==> config.mk <==
export PLATFORM = sky130hd
export DESIGN_NAME = pcd_rx_top
export DESIGN_NICKNAME = d
export VERILOG_FILES = /design/src/source/iso14443a_seq_pkg.sv /design/src/source/iso14443a_frame_pkg.sv /design/src/source/sequence_decode.sv /design/src/source/frame_decode.sv /design/src/source/pcd_rx_top.sv
export VERILOG_INCLUDE_DIRS = /design/src /design/src/source
export SDC_FILE = /design/constraint.sdc
export NUM_CORES = 1
export LEC_CHECK = 0
export BUFFER_PORTS_ARGS = -buffer_cell sky130_fd_sc_hd__buf_2
export CORE_MARGIN = 5
export CORE_UTILIZATION = 52
export DETAILED_ROUTE_END_ITERATION = 8
export PLACE_DENSITY = 0.74
export SLEW_MARGIN = 10
export SYNTH_ARGS = -nofsm -noshare
export SYNTH_HDL_FRONTEND = slang
export SYNTH_SLANG_ARGS = --single-unit
==> constraint.sdc <==
create_clock -name clk -period 1.6 [get_ports clk]
set_input_delay 0.16 -clock clk [delete_from_list [all_inputs] [get_ports clk]]
set_output_delay 0.16 -clock clk [all_outputs]
set_load 0.05 [all_outputs]
==> src/source/rx_settings.svh <==
/* Timing limits and widths for the ISO 14443-A PCD receive path.
   Include in any RTL file that needs a gap limit or a character width. */

`ifndef RX_SETTINGS_SVH
`define RX_SETTINGS_SVH

// ----------------------------------------
// gap counter
// ----------------------------------------

// counts cycles between pause ends, largest limit is 384
`define RX_COUNT_W      9

// gaps in cycles, one bit time is 128 cycles
`define RX_GAP_MIN      64
`define RX_Y_GAP_MIN    8
`define RX_Z_TO_X_GAP   132

// counter values that force a Y when no pause arrives
`define RX_TIMEOUT_XY   132
`define RX_TIMEOUT_Z    196
`define RX_TIMEOUT_ERR  384

// ----------------------------------------
// character layout
// ----------------------------------------

// 8 data bits then odd parity
`define RX_CHAR_BITS    9

`endif

==> src/source/iso14443a_seq_pkg.sv <==
/* Line-level sequence types for the reader-to-card direction of ISO 14443-A.
   Shared by the sequence decoder, the frame decoder and the testbench. */

package iso14443a_seq_pkg;

    // modified Miller sequences seen on the line
    // one bit time is 128 carrier cycles
    //
    // X is a pause half way through the bit time
    // Y is a bit time without any pause
    // Z is a pause at the start of the bit time
    // ERROR is a gap that fits none of the above
    typedef enum logic [1:0] {
        // pause at mid bit
        seq_x     = 2'd0,
        // no pause at all
        seq_y     = 2'd1,
        // pause at bit start
        seq_z     = 2'd2,
        // illegal spacing between pauses
        seq_error = 2'd3
    } pcd_seq_t;

endpackage

==> src/source/iso14443a_frame_pkg.sv <==
/* Character and frame layout types for decoded ISO 14443-A reader frames.
   Used on the frame decoder ports and by the testbench checks. */

package iso14443a_frame_pkg;

    // ----------------------------------------
    // character layout
    // ----------------------------------------

    // each character on the line is 9 bits
    // bit 0 to bit 7 carry data, least significant bit first
    // bit 8 is odd parity over the 8 data bits
    //
    // a short frame carries 7 bits and no parity
    // which shows up as a trailing bit count at end of frame

    // one received data byte, parity stripped
    typedef logic [7:0] data_byte_t;

    // ----------------------------------------
    // frame bookkeeping
    // ----------------------------------------

    // bits seen within the current character
    // counts 0 to 9 so 4 bits are enough
    // at end of frame this is the number of bits after the last whole character
    typedef logic [3:0] bit_count_t;

endpackage

==> src/source/sequence_decode.sv <==
/* Measures the gap between pause ends on the synchronised pause input and
   classifies each bit time as X, Y, Z or an error sequence. */

`include "rx_settings.svh"

module sequence_decode (
    input  logic                        clk,
    input  logic                        rst_n,
    // low during a pause
    input  logic                        pause_n,
    output iso14443a_seq_pkg::pcd_seq_t seq,
    output logic                        seq_valid,
    output logic                        idle
);

    // comparator limits at counter width
    localparam logic [`RX_COUNT_W-1:0] gap_min     = `RX_COUNT_W'(`RX_GAP_MIN);
    localparam logic [`RX_COUNT_W-1:0] y_gap_min   = `RX_COUNT_W'(`RX_Y_GAP_MIN);
    localparam logic [`RX_COUNT_W-1:0] z_to_x_gap  = `RX_COUNT_W'(`RX_Z_TO_X_GAP);
    localparam logic [`RX_COUNT_W-1:0] timeout_xy  = `RX_COUNT_W'(`RX_TIMEOUT_XY);
    localparam logic [`RX_COUNT_W-1:0] timeout_z   = `RX_COUNT_W'(`RX_TIMEOUT_Z);
    localparam logic [`RX_COUNT_W-1:0] timeout_err = `RX_COUNT_W'(`RX_TIMEOUT_ERR);

    logic                        pause_n_q;
    logic                        pause_n_qq;
    logic                        pause_end;
    logic [`RX_COUNT_W-1:0]      counter;
    iso14443a_seq_pkg::pcd_seq_t seq_on_pause;
    logic                        timed_out;

    // ----------------------------------------
    // end of pause
    // ----------------------------------------

    // two stage history of the pause input
    // a low to high step between stages marks the end of a pause
    always_ff @(posedge clk or negedge rst_n) begin
        if (!rst_n) begin
            pause_n_q  <= 1'b1;
            pause_n_qq <= 1'b1;
        end else begin
            pause_n_q  <= pause_n;
            pause_n_qq <= pause_n_q;
        end
    end

    assign pause_end = pause_n_q && !pause_n_qq;

    // ----------------------------------------
    // classification
    // ----------------------------------------

    // what a pause ending now would mean, given the previous sequence
    always_comb begin
        case (seq)
            iso14443a_seq_pkg::seq_x: begin
                // Z right after X cannot be encoded
                if (counter < gap_min) begin
                    seq_on_pause = iso14443a_seq_pkg::seq_error;
                end else begin
                    seq_on_pause = iso14443a_seq_pkg::seq_x;
                end
            end
            iso14443a_seq_pkg::seq_z: begin
                if (counter < gap_min) begin
                    seq_on_pause = iso14443a_seq_pkg::seq_error;
                end else if (counter < z_to_x_gap) begin
                    seq_on_pause = iso14443a_seq_pkg::seq_z;
                end else begin
                    seq_on_pause = iso14443a_seq_pkg::seq_x;
                end
            end
            iso14443a_seq_pkg::seq_y: begin
                // Y already spent one full bit time, so the windows shift down
                if (counter < y_gap_min) begin
                    seq_on_pause = iso14443a_seq_pkg::seq_error;
                end else if (counter < gap_min) begin
                    seq_on_pause = iso14443a_seq_pkg::seq_z;
                end else begin
                    seq_on_pause = iso14443a_seq_pkg::seq_x;
                end
            end
            // once in error every pause stays an error
            default: seq_on_pause = iso14443a_seq_pkg::seq_error;
        endcase
    end

    // no pause for long enough means a Y
    always_comb begin
        case (seq)
            iso14443a_seq_pkg::seq_x,
            iso14443a_seq_pkg::seq_y: timed_out = (counter == timeout_xy);
            iso14443a_seq_pkg::seq_z: timed_out = (counter == timeout_z);
            // three bit times of quiet before leaving error
            default:                  timed_out = (counter == timeout_err);
        endcase
    end

    // ----------------------------------------
    // sequence output
    // ----------------------------------------

    always_ff @(posedge clk or negedge rst_n) begin
        if (!rst_n) begin
            idle      <= 1'b1;
            seq_valid <= 1'b0;
            seq       <= iso14443a_seq_pkg::seq_y;
            counter   <= '0;
        end else begin
            seq_valid <= 1'b0;
            if (idle) begin
                // first pause out of idle is start of communication, always Z
                if (pause_end) begin
                    seq       <= iso14443a_seq_pkg::seq_z;
                    seq_valid <= 1'b1;
                    idle      <= 1'b0;
                    counter   <= `RX_COUNT_W'(1);
                end
            end else if (pause_end) begin
                counter <= `RX_COUNT_W'(1);
                seq     <= seq_on_pause;
                // pauses after an error are swallowed silently
                if (seq != iso14443a_seq_pkg::seq_error) begin
                    seq_valid <= 1'b1;
                end
            end else if (timed_out) begin
                seq       <= iso14443a_seq_pkg::seq_y;
                seq_valid <= 1'b1;
                counter   <= `RX_COUNT_W'(1);
                // Y then Y ends the exchange
                // after an error the first Y only sets seq to Y, idle follows one bit later
                if (seq == iso14443a_seq_pkg::seq_y) begin
                    idle <= 1'b1;
                end
            end else begin
                counter <= counter + 1'b1;
            end
        end
    end

    // frame_decode has no back-pressure and relies on strobes being spaced out
    a_no_back_to_back: assert property (
        @(posedge clk) disable iff (!rst_n) seq_valid |=> !seq_valid
    ) else $error("seq_valid high on two consecutive cycles");

endmodule

==> src/source/frame_decode.sv <==
/* Applies the modified Miller rules to incoming sequences and assembles
   9-bit characters into data bytes with parity and frame events. */

`include "rx_settings.svh"

module frame_decode (
    input  logic                            clk,
    input  logic                            rst_n,
    input  iso14443a_seq_pkg::pcd_seq_t     seq,
    input  logic                            seq_valid,
    output logic                            frame_start,
    output iso14443a_frame_pkg::data_byte_t data_byte,
    output logic                            data_parity_ok,
    output logic                            data_strobe,
    output logic                            frame_end,
    output iso14443a_frame_pkg::bit_count_t last_bits,
    output logic                            frame_error
);

    // index of the parity bit within a character
    localparam iso14443a_frame_pkg::bit_count_t last_bit_idx =
        iso14443a_frame_pkg::bit_count_t'(`RX_CHAR_BITS - 1);

    typedef enum logic [1:0] {
        st_idle,
        st_frame,
        st_error
    } frame_state_t;

    frame_state_t                    state;
    // last decoded bit, Y depends on it
    logic                            prev_bit;
    logic [`RX_CHAR_BITS-1:0]        shift_reg;
    iso14443a_frame_pkg::bit_count_t bit_count;
    logic                            bit_valid;
    logic                            bit_value;
    logic                            eof;

    // ----------------------------------------
    // Miller decode
    // ----------------------------------------

    always_comb begin
        bit_valid = 1'b0;
        bit_value = 1'b0;
        eof       = 1'b0;
        if (seq_valid && (state == st_frame)) begin
            case (seq)
                iso14443a_seq_pkg::seq_x: begin
                    bit_valid = 1'b1;
                    bit_value = 1'b1;
                end
                iso14443a_seq_pkg::seq_z: begin
                    bit_valid = 1'b1;
                end
                iso14443a_seq_pkg::seq_y: begin
                    // Y after a one is a zero, Y after a zero closes the frame
                    if (prev_bit) begin
                        bit_valid = 1'b1;
                    end else begin
                        eof = 1'b1;
                    end
                end
                default: begin
                    bit_valid = 1'b0;
                end
            endcase
        end
    end

    // ----------------------------------------
    // character assembly
    // ----------------------------------------

    // lsb first, so shift in from the top
    always_ff @(posedge clk) begin
        if (bit_valid) begin
            shift_reg <= {bit_value, shift_reg[`RX_CHAR_BITS-1:1]};
        end
    end

    // held in the shift register until the next bit, well past the strobe
    assign data_byte      = shift_reg[`RX_CHAR_BITS-2:0];
    assign data_parity_ok = ^shift_reg;
    // bit_count is only cleared at the next start of frame
    assign last_bits      = bit_count;

    // ----------------------------------------
    // frame state
    // ----------------------------------------

    always_ff @(posedge clk or negedge rst_n) begin
        if (!rst_n) begin
            state       <= st_idle;
            prev_bit    <= 1'b0;
            bit_count   <= '0;
            frame_start <= 1'b0;
            data_strobe <= 1'b0;
            frame_end   <= 1'b0;
            frame_error <= 1'b0;
        end else begin
            frame_start <= 1'b0;
            data_strobe <= 1'b0;
            frame_end   <= 1'b0;
            frame_error <= 1'b0;
            if (seq_valid) begin
                if ((seq == iso14443a_seq_pkg::seq_error) && (state != st_error)) begin
                    frame_error <= 1'b1;
                    state       <= st_error;
                end else begin
                    case (state)
                        st_idle: begin
                            // Z is start of frame and counts as a zero
                            if (seq == iso14443a_seq_pkg::seq_z) begin
                                frame_start <= 1'b1;
                                state       <= st_frame;
                                prev_bit    <= 1'b0;
                                bit_count   <= '0;
                            end
                        end
                        st_frame: begin
                            if (eof) begin
                                frame_end <= 1'b1;
                                state     <= st_idle;
                            end else if (bit_valid) begin
                                prev_bit <= bit_value;
                                if (bit_count == last_bit_idx) begin
                                    bit_count   <= '0;
                                    data_strobe <= 1'b1;
                                end else begin
                                    bit_count <= bit_count + 1'b1;
                                end
                            end
                        end
                        default: begin
                            // sequence_decode sends Y once the line has been quiet
                            if (seq == iso14443a_seq_pkg::seq_y) begin
                                state <= st_idle;
                            end
                        end
                    endcase
                end
            end
        end
    end

    // byte and end of frame strobes never overlap or follow back to back
    // spacing of the incoming sequences keeps them apart
    a_strobes_spaced: assert property (
        @(posedge clk) disable iff (!rst_n)
        (data_strobe || frame_end) |=> !(data_strobe || frame_end)
    ) else $error("data_strobe or frame_end on two consecutive cycles");

endmodule

==> src/source/pcd_rx_top.sv <==
/* Receive path for reader-to-card frames. Feed the synchronised pause signal
   in, take frame start, data bytes, frame end and errors out. */

module pcd_rx_top (
    input  logic                            clk,
    input  logic                            rst_n,
    // low while the reader holds a pause
    input  logic                            pause_n,
    output logic                            idle,
    output logic                            frame_start,
    output iso14443a_frame_pkg::data_byte_t data_byte,
    output logic                            data_parity_ok,
    output logic                            data_strobe,
    output logic                            frame_end,
    output iso14443a_frame_pkg::bit_count_t last_bits,
    output logic                            frame_error
);

    // one sequence per bit time, at least 8 cycles apart
    iso14443a_seq_pkg::pcd_seq_t seq;
    logic                        seq_valid;

    // pause edges to X, Y, Z and error
    sequence_decode sequence_decode_inst (
        .clk       (clk),
        .rst_n     (rst_n),
        .pause_n   (pause_n),
        .seq       (seq),
        .seq_valid (seq_valid),
        .idle      (idle)
    );

    // sequences to bits, bytes and frame events
    frame_decode frame_decode_inst (
        .clk            (clk),
        .rst_n          (rst_n),
        .seq            (seq),
        .seq_valid      (seq_valid),
        .frame_start    (frame_start),
        .data_byte      (data_byte),
        .data_parity_ok (data_parity_ok),
        .data_strobe    (data_strobe),
        .frame_end      (frame_end),
        .last_bits      (last_bits),
        .frame_error    (frame_error)
    );

endmodule

==> Word level (Yosys, flattened, before mapping) <==
Index checks and enable logic that the tools add are counted.
{ "word_totals": {"input_bits": 3, "ff_bits": 35, "word_cells": 114, "output_inout_bits": 18} }
{ "op_classes": {"bitwise": 1, "n_mux": 63, "n_reduce_logical": 15, "eq_ne": 16, "n_addsub": 2, "order_cmp": 3} }
{ "op_table": {"columns": ["operator", "count"], "rows": [
  ["$mux W1", 36],
  ["$mux W9", 4],
  ["$mux W2", 13],
  ["$eq A9 B8 Y1 const B", 2],
  ["$mux W4", 4],
  ["$add A9 B1 Y9 const B", 1],
  ["$eq A9 B9 Y1 const B", 1],
  ["$lt A9 B4 Y1 const B", 1],
  ["$lt A9 B7 Y1 const B", 1],
  ["$lt A9 B8 Y1 const B", 1],
  ["$reduce_xor A9 Y1", 1],
  ["$ne A2 B2 Y1 const B", 4],
  ["$pmux W4 S2", 1],
  ["$pmux W1 S2", 3],
  ["$pmux W2 S3", 1],
  ["$reduce_and A6 Y1", 1],
  ["$add A4 B1 Y4 const B", 1],
  ["$eq A2 B1 Y1 const B", 2],
  ["$eq A2 B2 Y1 const B", 2],
  ["$eq A4 B4 Y1 const B", 1],
  ["$logic_not A2 Y1", 2],
  ["$ne A2 B1 Y1 const B", 2],
  ["$pmux W2 S2", 1],
  ["$reduce_and A4 Y1", 1],
  ["other kinds (9)", 13]
]} }

==> Logic depth before layout (Yosys ltp) <==
Gate-level depths: netlist of the first run.
{ "logic_depth": {"depth_word": 9, "mapped_depth": 6, "ltp_nobuf": 6} }

==> By module <==
Synthesis of the first run repeated with hierarchy kept, for this count alone.
{ "hier_totals": {"hier_cells": 167, "hier_area_um2": 1767.9} }
{ "modules_own_cells": {"columns": ["mod", "cells_per_inst", "seq_area_each_um2", "area_each_um2", "n_inst"], "rows": [
  ["frame_decode", 80, 545.5, 937.1, 1],
  ["sequence_decode", 87, 380.4, 830.8, 1]
]} }

==> Worst setup path after synthesis of the first run <==
OpenSTA, ideal clock, no wires.
{ "synth_timing": {"kind": "register to output", "from": "register frame_decode_inst.shift_reg[4]", "to": "output data_parity_ok", "arrival_time_ns": 1.670, "path_buffers": 0, "t_required_ns": 1.440, "stages_incl_launch_ff": 5, "slack_ns": -0.230, "cell_sequence": "edfxtp_1 -> xnor2_1 -> xnor2_1 -> xnor2_1 -> xnor2_1"} }
{ "synth_via": {"elab_chain_len": 1} }
{ "synth_rtl": {"columns": ["element", "line_no", "rtl"], "rows": [
  ["start, declared", "frame_decode.sv:33", "logic [`RX_CHAR_BITS-1:0] shift_reg;"],
  ["start signal, assigned", "frame_decode.sv:78", "shift_reg <= {bit_value, shift_reg[`RX_CHAR_BITS-1:1]};"],
  ["$reduce_xor A9 Y1", "frame_decode.sv:84", "assign data_parity_ok = ^shift_reg;"],
  ["end, declared", "pcd_rx_top.sv:12", "output logic data_parity_ok,"]
]} }
No other way between the ends.

==> Worst setup path after layout of the first run <==
Ends and elaborated chain as after synthesis.

==> flow_summary.toml, run 1 <==
[setup_path]
cp-end-kind = "primary output"
arrival_ns = 1.64
worstPathRequired_ns = 1.44
cp_max_fo = 2
reg2reg_slack_ns = -0.06
crit_type = "reg -> out"
regToRegStartpoint = "sequence_decode_inst.counter[0]"
rr_worst_depth = 3
reg2reg_to = "sequence_decode_inst.seq[1]"
start_kind = "flip-flop"

[timing]
setup_viol = 3
fin_crit_ns = 1.799
fmax_mhz = 556.0
hold_ws_ns = 0.3420
period_share = 1.124
setup_ws_ns = -0.1986
maxSlewHeadroom = 0.6068
finalHoldViolations = 0
rsz0062_at_grt = "true"
worst_pin_slew_ns = 0.5898
finalClockSkew_ns = 0.007096
maxSlewViolCount = 0

[yosys]
postSynthAreaPerCell_um2 = 10.15
ys.flop_type = "dfrtp_1"
yosysWarningCount = 0
synth_area_um2 = 1807
synth_top_area_share = 0.3047
synthArstFlopShare = 0.7429
synth_area_leaders = "dfrtp_1, edfxtp_1, dfstp_2, nand2_1, o21ai_0"
synth-edff-count = 9
syn-num-nets = 185
synth_top_area_cell = "dfrtp_1"
synthCells = 178
synth_cell_types = 47
synth_seq_cells = 35
synth-seq-area-share = 0.5125

[global_route]
grt_overflow_total = 0
grt_pass1_wl_um = 6548
antenna_found_initial = 0
grt_max_degree = 27
grt_usage = 0.1930
grt_pass1_vias = 1421

[detailed_routing]
wl_per_cell_um = 15.15
viasPerCell = 5.720
ant_nets = 0
first_pass_iters = 4
postRouteWirelength_um = 3894
dr_total_vias = 1470
drc = 0
drtIter0Drc = 124

[floorplanning]
num_io_pins = 21
rows = 21
fp.dieW_um = 68.95
initial_core_util = 0.5372
die_h_um = 68.95
core_area_um2 = 3363
dieArea_um2 = 4753

[finish]
n_antenna_cell = 0
layout-drive-gt1-share = 0.2796
fin_nets = 217
syn_to_final_growth_pct = 17.66
stdcell_area_um2 = 2126
seq_area_um2 = 925.9
instances_no_fill = 257
n_fill_cell = 294
multi_input_area_um2 = 784.5

[power_and_ir_drop]
p_per_area_nw_per_um2 = 889.4
vdd_ir_drop_max_mv = 0.6195
p_leak_nw = 0.9128

[status]
outcome = "finished, violations left"
violations = "setup timing"

[place]
dp_cells = 244
post_dp_cell_area_um2 = 1991
post-dp-hpwl_um = 2759
port_buffers = 20
gp_congestion = 0.8365

[clock_network]
clock_path_buffers = 2
clock-sinks = 35
cts_max_level = 2
tritoncts = "yes"
numCtsBuffers = 5
root_buffer = "clkbuf_4"
path_clk_slew_ns = 0.10
clock_latency_ns = 0.34

[hold_path]
hold_path.class = "in -> async"

[job]
drv_cap = 0
-- layer usage --
layer  share of wire  GRT usage
met1            0.40     0.2164
met2            0.51     0.3333
met3           0.059    0.04376
met4           0.027     0.1119
met5               0          0
-- synth_stat cells, types with 4 or more instances --
cell type	n
nand2b_1	4
o21ai_0	13
nor2_1	6
xnor2_1	6
a21oi_1	9
ha_1	4
nor3_1	7
edfxtp_1	9
buf_4	8
dfrtp_1	22
nand2_1	21
clkbuf_1	6
inv_1	10
dfstp_2	4
nand4_1	4
nand3_1	7
-- timing repair --
action	4_1_cts	5_1_grt
resized for setup	3	7
buffers inserted	3	0
pin swaps	7	5
setup endpoints to repair	4	12
endpoints found under the hold margin	23	0
hold buffers	2	0
-- worst max-delay path: stages, from the launching register on --
cell,delay (ns)
edfxtp_1,0.42
xnor2_1,0.20
xnor2_1,0.15
xnor2_1,0.18
xnor2_2,0.16
buf_6,0.19
-- cell families (layout without fill, tap and decap cells) --
family                   count (synthesis)  after routing  share of synthesized area
XOR/XNOR                                 9              9                    0.04363
multiplexers                             1              1                   0.005540
buffers and inverters                   25             58                    0.07272
adder cells (fa/ha/maj)                  4              4                    0.02770
AND/OR/NAND/NOR                         62             62                     0.1745
flip-flops                              35             35                     0.5125
AO/OA/AOI/OAI                           42             42                     0.1634
-- layout by cell type (no fill, tap or decap), types with 2 or more instances in the layout --
cell           count
a211oi_1           2
a21o_1             2
a21oi_1            7
a21oi_2            2
buf_2             19
buf_4             18
clkbuf_4           5
dfrtp_1           22
dfstp_2            4
dlygate4sd3_1      2
edfxtp_1           9
ha_1               3
inv_1             10
nand2_1           21
nand2b_1           4
nand3_1            7
nand4_1            4
nor2_1             6
nor2b_1            3
nor3_1             7
o21ai_0           11
o21ai_1            2
or3_1              2
xnor2_1            5
xor2_1             3
-- per-stage QoR --
stage / setup WS [ns] / setup TNS (ns) / total power, W / util
after floorplan: -0.02872 / -0.03170 / 0.001253 / -
after global placement: -0.01076 / -0.01076 / 0.001365 / 0.5919
after detailed placement: -0.05379 / -0.06045 / 0.001394 / 0.5919
after CTS: -0.2011 / -0.3072 / 0.001901 / 0.6265
after global routing: -0.2984 / -0.4919 / 0.002008 / 0.6321
final: -0.1986 / -0.2800 / 0.001891 / 0.6321
-- worst max path at each step --
stage                                          from                           to  slack, ns  depth (start not counted)
finish               frame_decode_inst.shift_reg[4]               data_parity_ok      -0.20                          5
global route         frame_decode_inst.shift_reg[4]               data_parity_ok      -0.30                          5
CTS                  frame_decode_inst.shift_reg[7]               data_parity_ok      -0.20                          5
detailed placement  sequence_decode_inst.counter[0]  sequence_decode_inst.seq[1]      -0.05                          3
global placement    sequence_decode_inst.counter[0]  sequence_decode_inst.seq[1]      -0.01                          3
floorplan           sequence_decode_inst.counter[0]  sequence_decode_inst.seq[1]      -0.03                          3
-- area by class of cell --
| class | instances | area share |
|---|---|---|
| well taps | 46 | 0.02707 |
| repair buffers | 40 | 0.1230 |
| inverters | 10 | 0.01766 |
| flip-flops and latches | 35 | 0.4356 |
| clock buffers | 7 | 0.02590 |
| clock inverters | 1 | 0.001766 |
| multi-input cells | 118 | 0.3690 |
-- power breakdown --
part           switching, W  total, W  internal (W)
clock              0.000289  0.000500      0.000211
sequential        0.0000686   0.00104      0.000972
combinational      0.000197  0.000350      0.000153
(Power assumes the default switching activity.)
==> inputs of run 2 (changes only) <==
--- a/config.mk
+++ b/config.mk
@@ -8,10 +8,11 @@
 export LEC_CHECK = 0
 export BUFFER_PORTS_ARGS = -buffer_cell sky130_fd_sc_hd__buf_2
 export CORE_MARGIN = 5
-export CORE_UTILIZATION = 52
+export CORE_UTILIZATION = 51
 export DETAILED_ROUTE_END_ITERATION = 8
-export PLACE_DENSITY = 0.74
+export PLACE_DENSITY = 0.73
 export SLEW_MARGIN = 10
 export SYNTH_ARGS = -nofsm -noshare
 export SYNTH_HDL_FRONTEND = slang
+export SYNTH_HIERARCHICAL = 1
 export SYNTH_SLANG_ARGS = --single-unit
==> run 2 against run 1 <==
Compared with the run above:
- the run still ends with setup timing left
- combinational power increased by 90%
- sequential share of layout area decreased by 4.7 points
- clock skew increased by 0.0025 ns
- worst setup slack got worse by 0.14 ns
- largest power group unchanged
- hold slack improved by 0.0098 ns
- synthesized cell count decreased by 6.2%
- largest cell class unchanged
- non-clock buffer count increased by 12
- global-route usage increased by 0.31 points
- via count decreased by 2.4%
- flip-flop and latch count unchanged
- critical path depth increased by 2
==> flow_summary.toml, run 2 <==
[status]
outcome = "finished, violations left"
violations = "setup timing"

[yosys]
post-synth-top-count-cell = "dfrtp_1"
synth_area_leaders = "dfrtp_1, edfxtp_1, dfstp_2, nand2_1, buf_4"
synth_cell_types = 48
synth-seq-area-share = 0.5237
synthCells = 167
synth_top_area_cell = "dfrtp_1"
yosysWarningCount = 6
synth_seq_cells = 35
postSynthAreaPerCell_um2 = 10.59
ys.flop_type = "dfrtp_1"
synthArstFlopShare = 0.7429
synth_area_um2 = 1768
synth_top_area_share = 0.3114
synth-edff-count = 9
syn-num-nets = 174
ys_top_cells_by_count = "dfrtp_1, nand2_1, edfxtp_1"

[global_route]
grt_max_degree = 27
grt_overflow_total = 0
grt_usage = 0.1961
antenna_found_initial = 0
grt_pass1_vias = 1427
grt_pass1_wl_um = 6658

[clock_network]
clock_latency_ns = 0.34
root_buffer = "clkbuf_4"
path_clk_slew_ns = 0.11
cts_max_level = 2
numCtsBuffers = 5
clock-sinks = 35
tritoncts = "yes"
clock_path_buffers = 2

[setup_path]
regToRegStartpoint = "sequence_decode_inst/counter[0]"
crit_type = "reg -> reg"
worstPathRequired_ns = 1.83
cp_slowest_cell = "dfrtp_1"
critPathMostFrequentCell = "or3_4"
cpPeakStageDelay_ns = 0.39
cp-end-kind = "flip-flop"
critPathLaunch = "sequence_decode_inst/counter[0]"
cp_max_fo = 3
start_kind = "flip-flop"
path_cells = "inv_1, ha_1, o211ai_1, a31o_1, or3_4, or3_4, o221a_2"
arrival_ns = 2.17

[power_and_ir_drop]
power_frac_seq = 0.430
p_per_area_nw_per_um2 = 1068
p_clk_frac = 0.309
power_w = 0.002547
internal_power_w = 0.001810
p_leak_nw = 1.041
switching_share = 0.2895
vdd_ir_drop_max_mv = 0.7437
p_comb_frac = 0.261
p_switching_w = 0.0007373

[timing]
fmax_mhz = 515.4
period_share = 1.213
setup_ws_ns = -0.3402
fin_crit_ns = 1.940
finalHoldViolations = 0
finalClockSkew_ns = 0.009584
setup_viol = 13
maxSlewViolCount = 0
maxSlewHeadroom = 0.5935
rsz0062_at_grt = "true"
hold_ws_ns = 0.3518
worst_pin_slew_ns = 0.6097

[place]
post_dp_cell_area_um2 = 2071
post-dp-hpwl_um = 2800
gp_congestion = 0.8464
port_buffers = 20
dp_cells = 246

[floorplanning]
dieArea_um2 = 4744
die_h_um = 68.88
fp.dieW_um = 68.88
initial_core_util = 0.5298
num_io_pins = 21
core_area_um2 = 3337
rows = 21

[finish]
final_common_cell = "buf_4"
fin_nets = 222
syn_to_final_growth_pct = 34.89
final_cell_mix = "buf_4, dfrtp_1, buf_2, nand2_1, edfxtp_1"
instances_no_fill = 262
stdcell_area_um2 = 2385
layout-drive-gt1-share = 0.4444
fin_util = 0.7147
n_antenna_cell = 0

[job]
drv_cap = 0

[detailed_routing]
dr_total_vias = 1434
drtIter0Drc = 89
postRouteWirelength_um = 4225
first_pass_iters = 4
viasPerCell = 5.473
drc = 0
wl_per_cell_um = 16.13
ant_nets = 0

[hold_path]
hold_path.class = "in -> async"
## run 2: kinds of logic after synthesis
family          share of synthesized area
flops                              0.5237
fa+ha+maj                         0.02831
compound gates                     0.1515
simple gates                       0.1996
buf+inv                           0.05733
xor+xnor                          0.03963
## run 2: worst paths after layout
kind | end | slack [ns] | depth (start not counted)
max | sequence_decode_inst/seq[1] | -0.34 | 7
min | sequence_decode_inst/seq_valid | 0.35 | 2
max reg2reg | sequence_decode_inst/seq[1] | -0.34 | 7
min reg2reg | sequence_decode_inst/pause_n_qq | 0.38 | 0
max in group asynchronous | sequence_decode_inst/seq[1] | 0.81 | 2
min in group clk | sequence_decode_inst/pause_n_qq | 0.38 | 0
## run 2: per-stage QoR
step                setup TNS (ns)  worst slack (ns)
floorplan                   -1.194           -0.2733
global placement            -1.576           -0.2405
detailed placement          -2.116           -0.2678
CTS                         -2.559           -0.3046
global route                -3.716           -0.3759
finish                      -2.735           -0.3402
## run 2: timing repair
item | 4_1_cts | 5_1_grt
endpoints found under the setup margin | 16 | 17
hold endpoints to repair | 23 | 0
buffers inserted | 4 | 2
pin swaps | 13 | 13
hold buffers | 2 | 0
resized for setup | 19 | 15
## run 2: worst max-delay path, delay by kind of cell (launching register included)
family / cells / cell delay [ns]
and+or+nand+nor: 2 / 0.74
AOI/OAI and AO/OA: 3 / 0.50
DFF: 1 / 0.39
adders and majority gates: 1 / 0.14
buffers and inverters: 1 / 0.06
## run 2: area by class of cell
| type | count | area (um2) |
|---|---|---|
| well taps | 46 | 57.56 |
| fillers | 249 | 952.2 |
| clock inverters | 2 | 60.06 |
| repair buffers | 52 | 386.6 |
| clock buffers | 6 | 41.29 |
| multi-input cells | 113 | 882.1 |
| inverters | 8 | 30.03 |
| flip-flops and latches | 35 | 927.1 |
## run 2: metal layers
layer | wire length (um) | up-vias | global-route usage
met5 | 0 | - | 0
met3 | 165 | 9 | 0.04862
met1 | 1764 | 710 | 0.2367
met4 | 68 | 0 | 0.07543
met2 | 2226 | 30 | 0.3357
li1 | - | 685 | -
## run 2: power groups by stage
| stage | sequential (W) | combinational, W | clock [W] |
|---|---|---|---|
| 2_1_floorplan | 0.00116 | 0.000292 | 0 |
| 3_3_place_gp | 0.00110 | 0.000566 | 0 |
| 3_5_place_dp | 0.00111 | 0.000591 | 0 |
| 4_1_cts | 0.00109 | 0.000637 | 0.000807 |
| 5_1_grt | 0.00111 | 0.000724 | 0.000861 |
| 6_report | 0.00109 | 0.000665 | 0.000788 |
==> inputs of run 3 (changes only) <==
--- a/config.mk
+++ b/config.mk
@@ -11,6 +11,7 @@
 export CORE_UTILIZATION = 51
 export DETAILED_ROUTE_END_ITERATION = 8
 export PLACE_DENSITY = 0.73
+export SETUP_SLACK_MARGIN = 0.4
 export SLEW_MARGIN = 10
 export SYNTH_ARGS = -nofsm -noshare
 export SYNTH_HDL_FRONTEND = slang
==> run 3 against run 2 <==
Compared with the run above:
- the flow still finishes with violations (setup timing)
- flip-flop and latch count is the same
- combinational power grew 26%
- die area is the same
- routed wire length grew 24%
- first-iteration DRC count grew 48%
- cell area grew 10%
- clock power shrank 20%
- register-to-register slack gained 0.03 ns
- largest cell class is now multi-input combinational cells
==> flow_summary.toml, run 3 (synthesis gave the netlist of run 2 again) <==
[detailed_routing]
drc = 0
drtIter0Drc = 132
postRouteWirelength_um = 5251
dr_total_vias = 1559
viasPerCell = 5.732
first_pass_iters = 4
wl_per_cell_um = 19.31
ant_nets = 0

[global_route]
grt_overflow_total = 0
grt_pass1_vias = 1515
antenna_found_initial = 0
grt_max_degree = 27
grt_usage = 0.2110
grt_pass1_wl_um = 7024

[setup_path]
start_kind = "flip-flop"
rr_worst_depth = 5
path_cells = "xnor2_2, xnor2_1, xnor2_1, xnor2_2, buf_6"
cp_slowest_cell = "edfxtp_1"
critPathLaunch = "frame_decode_inst/shift_reg[6]"
cpPeakStageDelay_ns = 0.48
crit_family = "XOR/XNOR gates"
cp-end-kind = "primary output"
crit_buf_inv = 1
regToRegStartpoint = "sequence_decode_inst/seq[0]"
worstPathRequired_ns = 1.44
cp_max_fo = 3
reg2reg_to = "sequence_decode_inst/seq[1]"
arrival_ns = 1.76
crit_type = "reg -> out"
reg2reg_slack_ns = -0.31

[power_and_ir_drop]
p_per_area_nw_per_um2 = 982.8
p_switching_w = 0.0008441
p_leak_nw = 1.128
power_frac_seq = 0.434
internal_power_w = 0.001742
p_clk_frac = 0.243
vdd_ir_drop_max_mv = 0.6050
p_comb_frac = 0.323
switching_share = 0.3264

[hold_path]
hold_path.class = "in -> async"

[timing]
maxSlewHeadroom = 0.6125
hold_ws_ns = 0.3315
fin_crit_ns = 1.915
fmax_mhz = 522.1
setup_ws_ns = -0.3153
rsz0062_at_grt = "true"
setup_viol = 17
finalHoldViolations = 0
finalClockSkew_ns = 0.01156
maxSlewViolCount = 0
period_share = 1.197
worst_pin_slew_ns = 0.5813

[floorplanning]
fp.dieW_um = 68.88
core_area_um2 = 3337
num_io_pins = 21
die_h_um = 68.88
rows = 21
dieArea_um2 = 4744
initial_core_util = 0.5298

[finish]
fin_nets = 232
fin_util = 0.7885
final_common_cell = "buf_4"
n_antenna_cell = 0
syn_to_final_growth_pct = 48.83
final_cell_mix = "buf_4, buf_6, nand2_1, dfrtp_1, edfxtp_1"
stdcell_area_um2 = 2631
layout-drive-gt1-share = 0.5442

[place]
dp_slack_ns = -0.2894
gp_congestion = 0.8496
post-dp-hpwl_um = 2571
port_buffers = 20
post_dp_cell_area_um2 = 2085

[job]
drv_cap = 0

[status]
outcome = "finished, violations left"
violations = "setup timing"

[clock_network]
root_buffer = "clkbuf_4"
numCtsBuffers = 5
clock-sinks = 35
clock_path_buffers = 2
path_clk_slew_ns = 0.11
clock_latency_ns = 0.35
cts_max_level = 2
tritoncts = "yes"
run 3: cell count changes in the layout (fill, tap and decap cells not counted), moves of 4 or more:
cell,change
dfrtp_1,-4
dfrtp_2,+4
buf_6,+13
buf_2,-12
buf_4,+4
run 3: repair_timing:
| action | CTS | global route |
|---|---|---|
| endpoints found under the hold margin | 23 | 0 |
| gates cloned | 1 | 0 |
| pin swaps | 14 | 10 |
| gates resized for setup | 37 | 42 |
| buffers inserted | 11 | 6 |
| hold buffers | 2 | 0 |
| endpoints found under the setup margin | 39 | 43 |
run 3: layout make-up:
| class | instances | area (um2) |
|---|---|---|
| clock buffer | 5 | 37.54 |
| clock inverter | 3 | 38.79 |
| fill | 191 | 705.7 |
| inverter | 8 | 30.03 |
| multi-input combinational | 114 | 983.4 |
| sequential | 35 | 935.9 |
| tap | 46 | 57.56 |
| timing repair buffer | 61 | 548.0 |
run 3: worst max-delay path by stage:
stage / end / slack (ns) / depth (start not counted)
after global routing: data_parity_ok / -0.47 / 5
after CTS: sequence_decode_inst/seq[1] / -0.29 / 7
final: data_parity_ok / -0.32 / 5
after detailed placement: sequence_decode_inst/seq[1] / -0.29 / 7
after floorplan: sequence_decode_inst/seq[1] / -0.27 / 5
after global placement: sequence_decode_inst/seq[1] / -0.24 / 5
run 3: routing by layer:
| layer | vias to the layer above | track usage | share of wire |
|---|---|---|---|
| met4 | 0 | 0.1484 | 0.060 |
| li1 | 706 | - | - |
| met2 | 66 | 0.3679 | 0.54 |
| met1 | 762 | 0.2172 | 0.35 |
| met5 | - | 0 | 0 |
| met3 | 25 | 0.05673 | 0.050 |
run 3: metrics by stage:
stage                     TNS [ns]  std cells  total power, W
after floorplan             -1.194        167        0.001477
after global placement      -1.431        244        0.001702
after detailed placement    -1.853        244        0.001729
after CTS                   -2.879        266        0.002448
after global routing        -4.884        272        0.002706
final                       -3.570        272        0.002586
run 3: power by group through the flow:
stage	clock network, W	registers (W)	logic [W]
after floorplan	0	0.00117	0.000303
after global placement	0	0.00111	0.000591
after detailed placement	0	0.00112	0.000613
after CTS	0.000632	0.00110	0.000716
after global routing	0.000684	0.00114	0.000886
final	0.000629	0.00112	0.000835
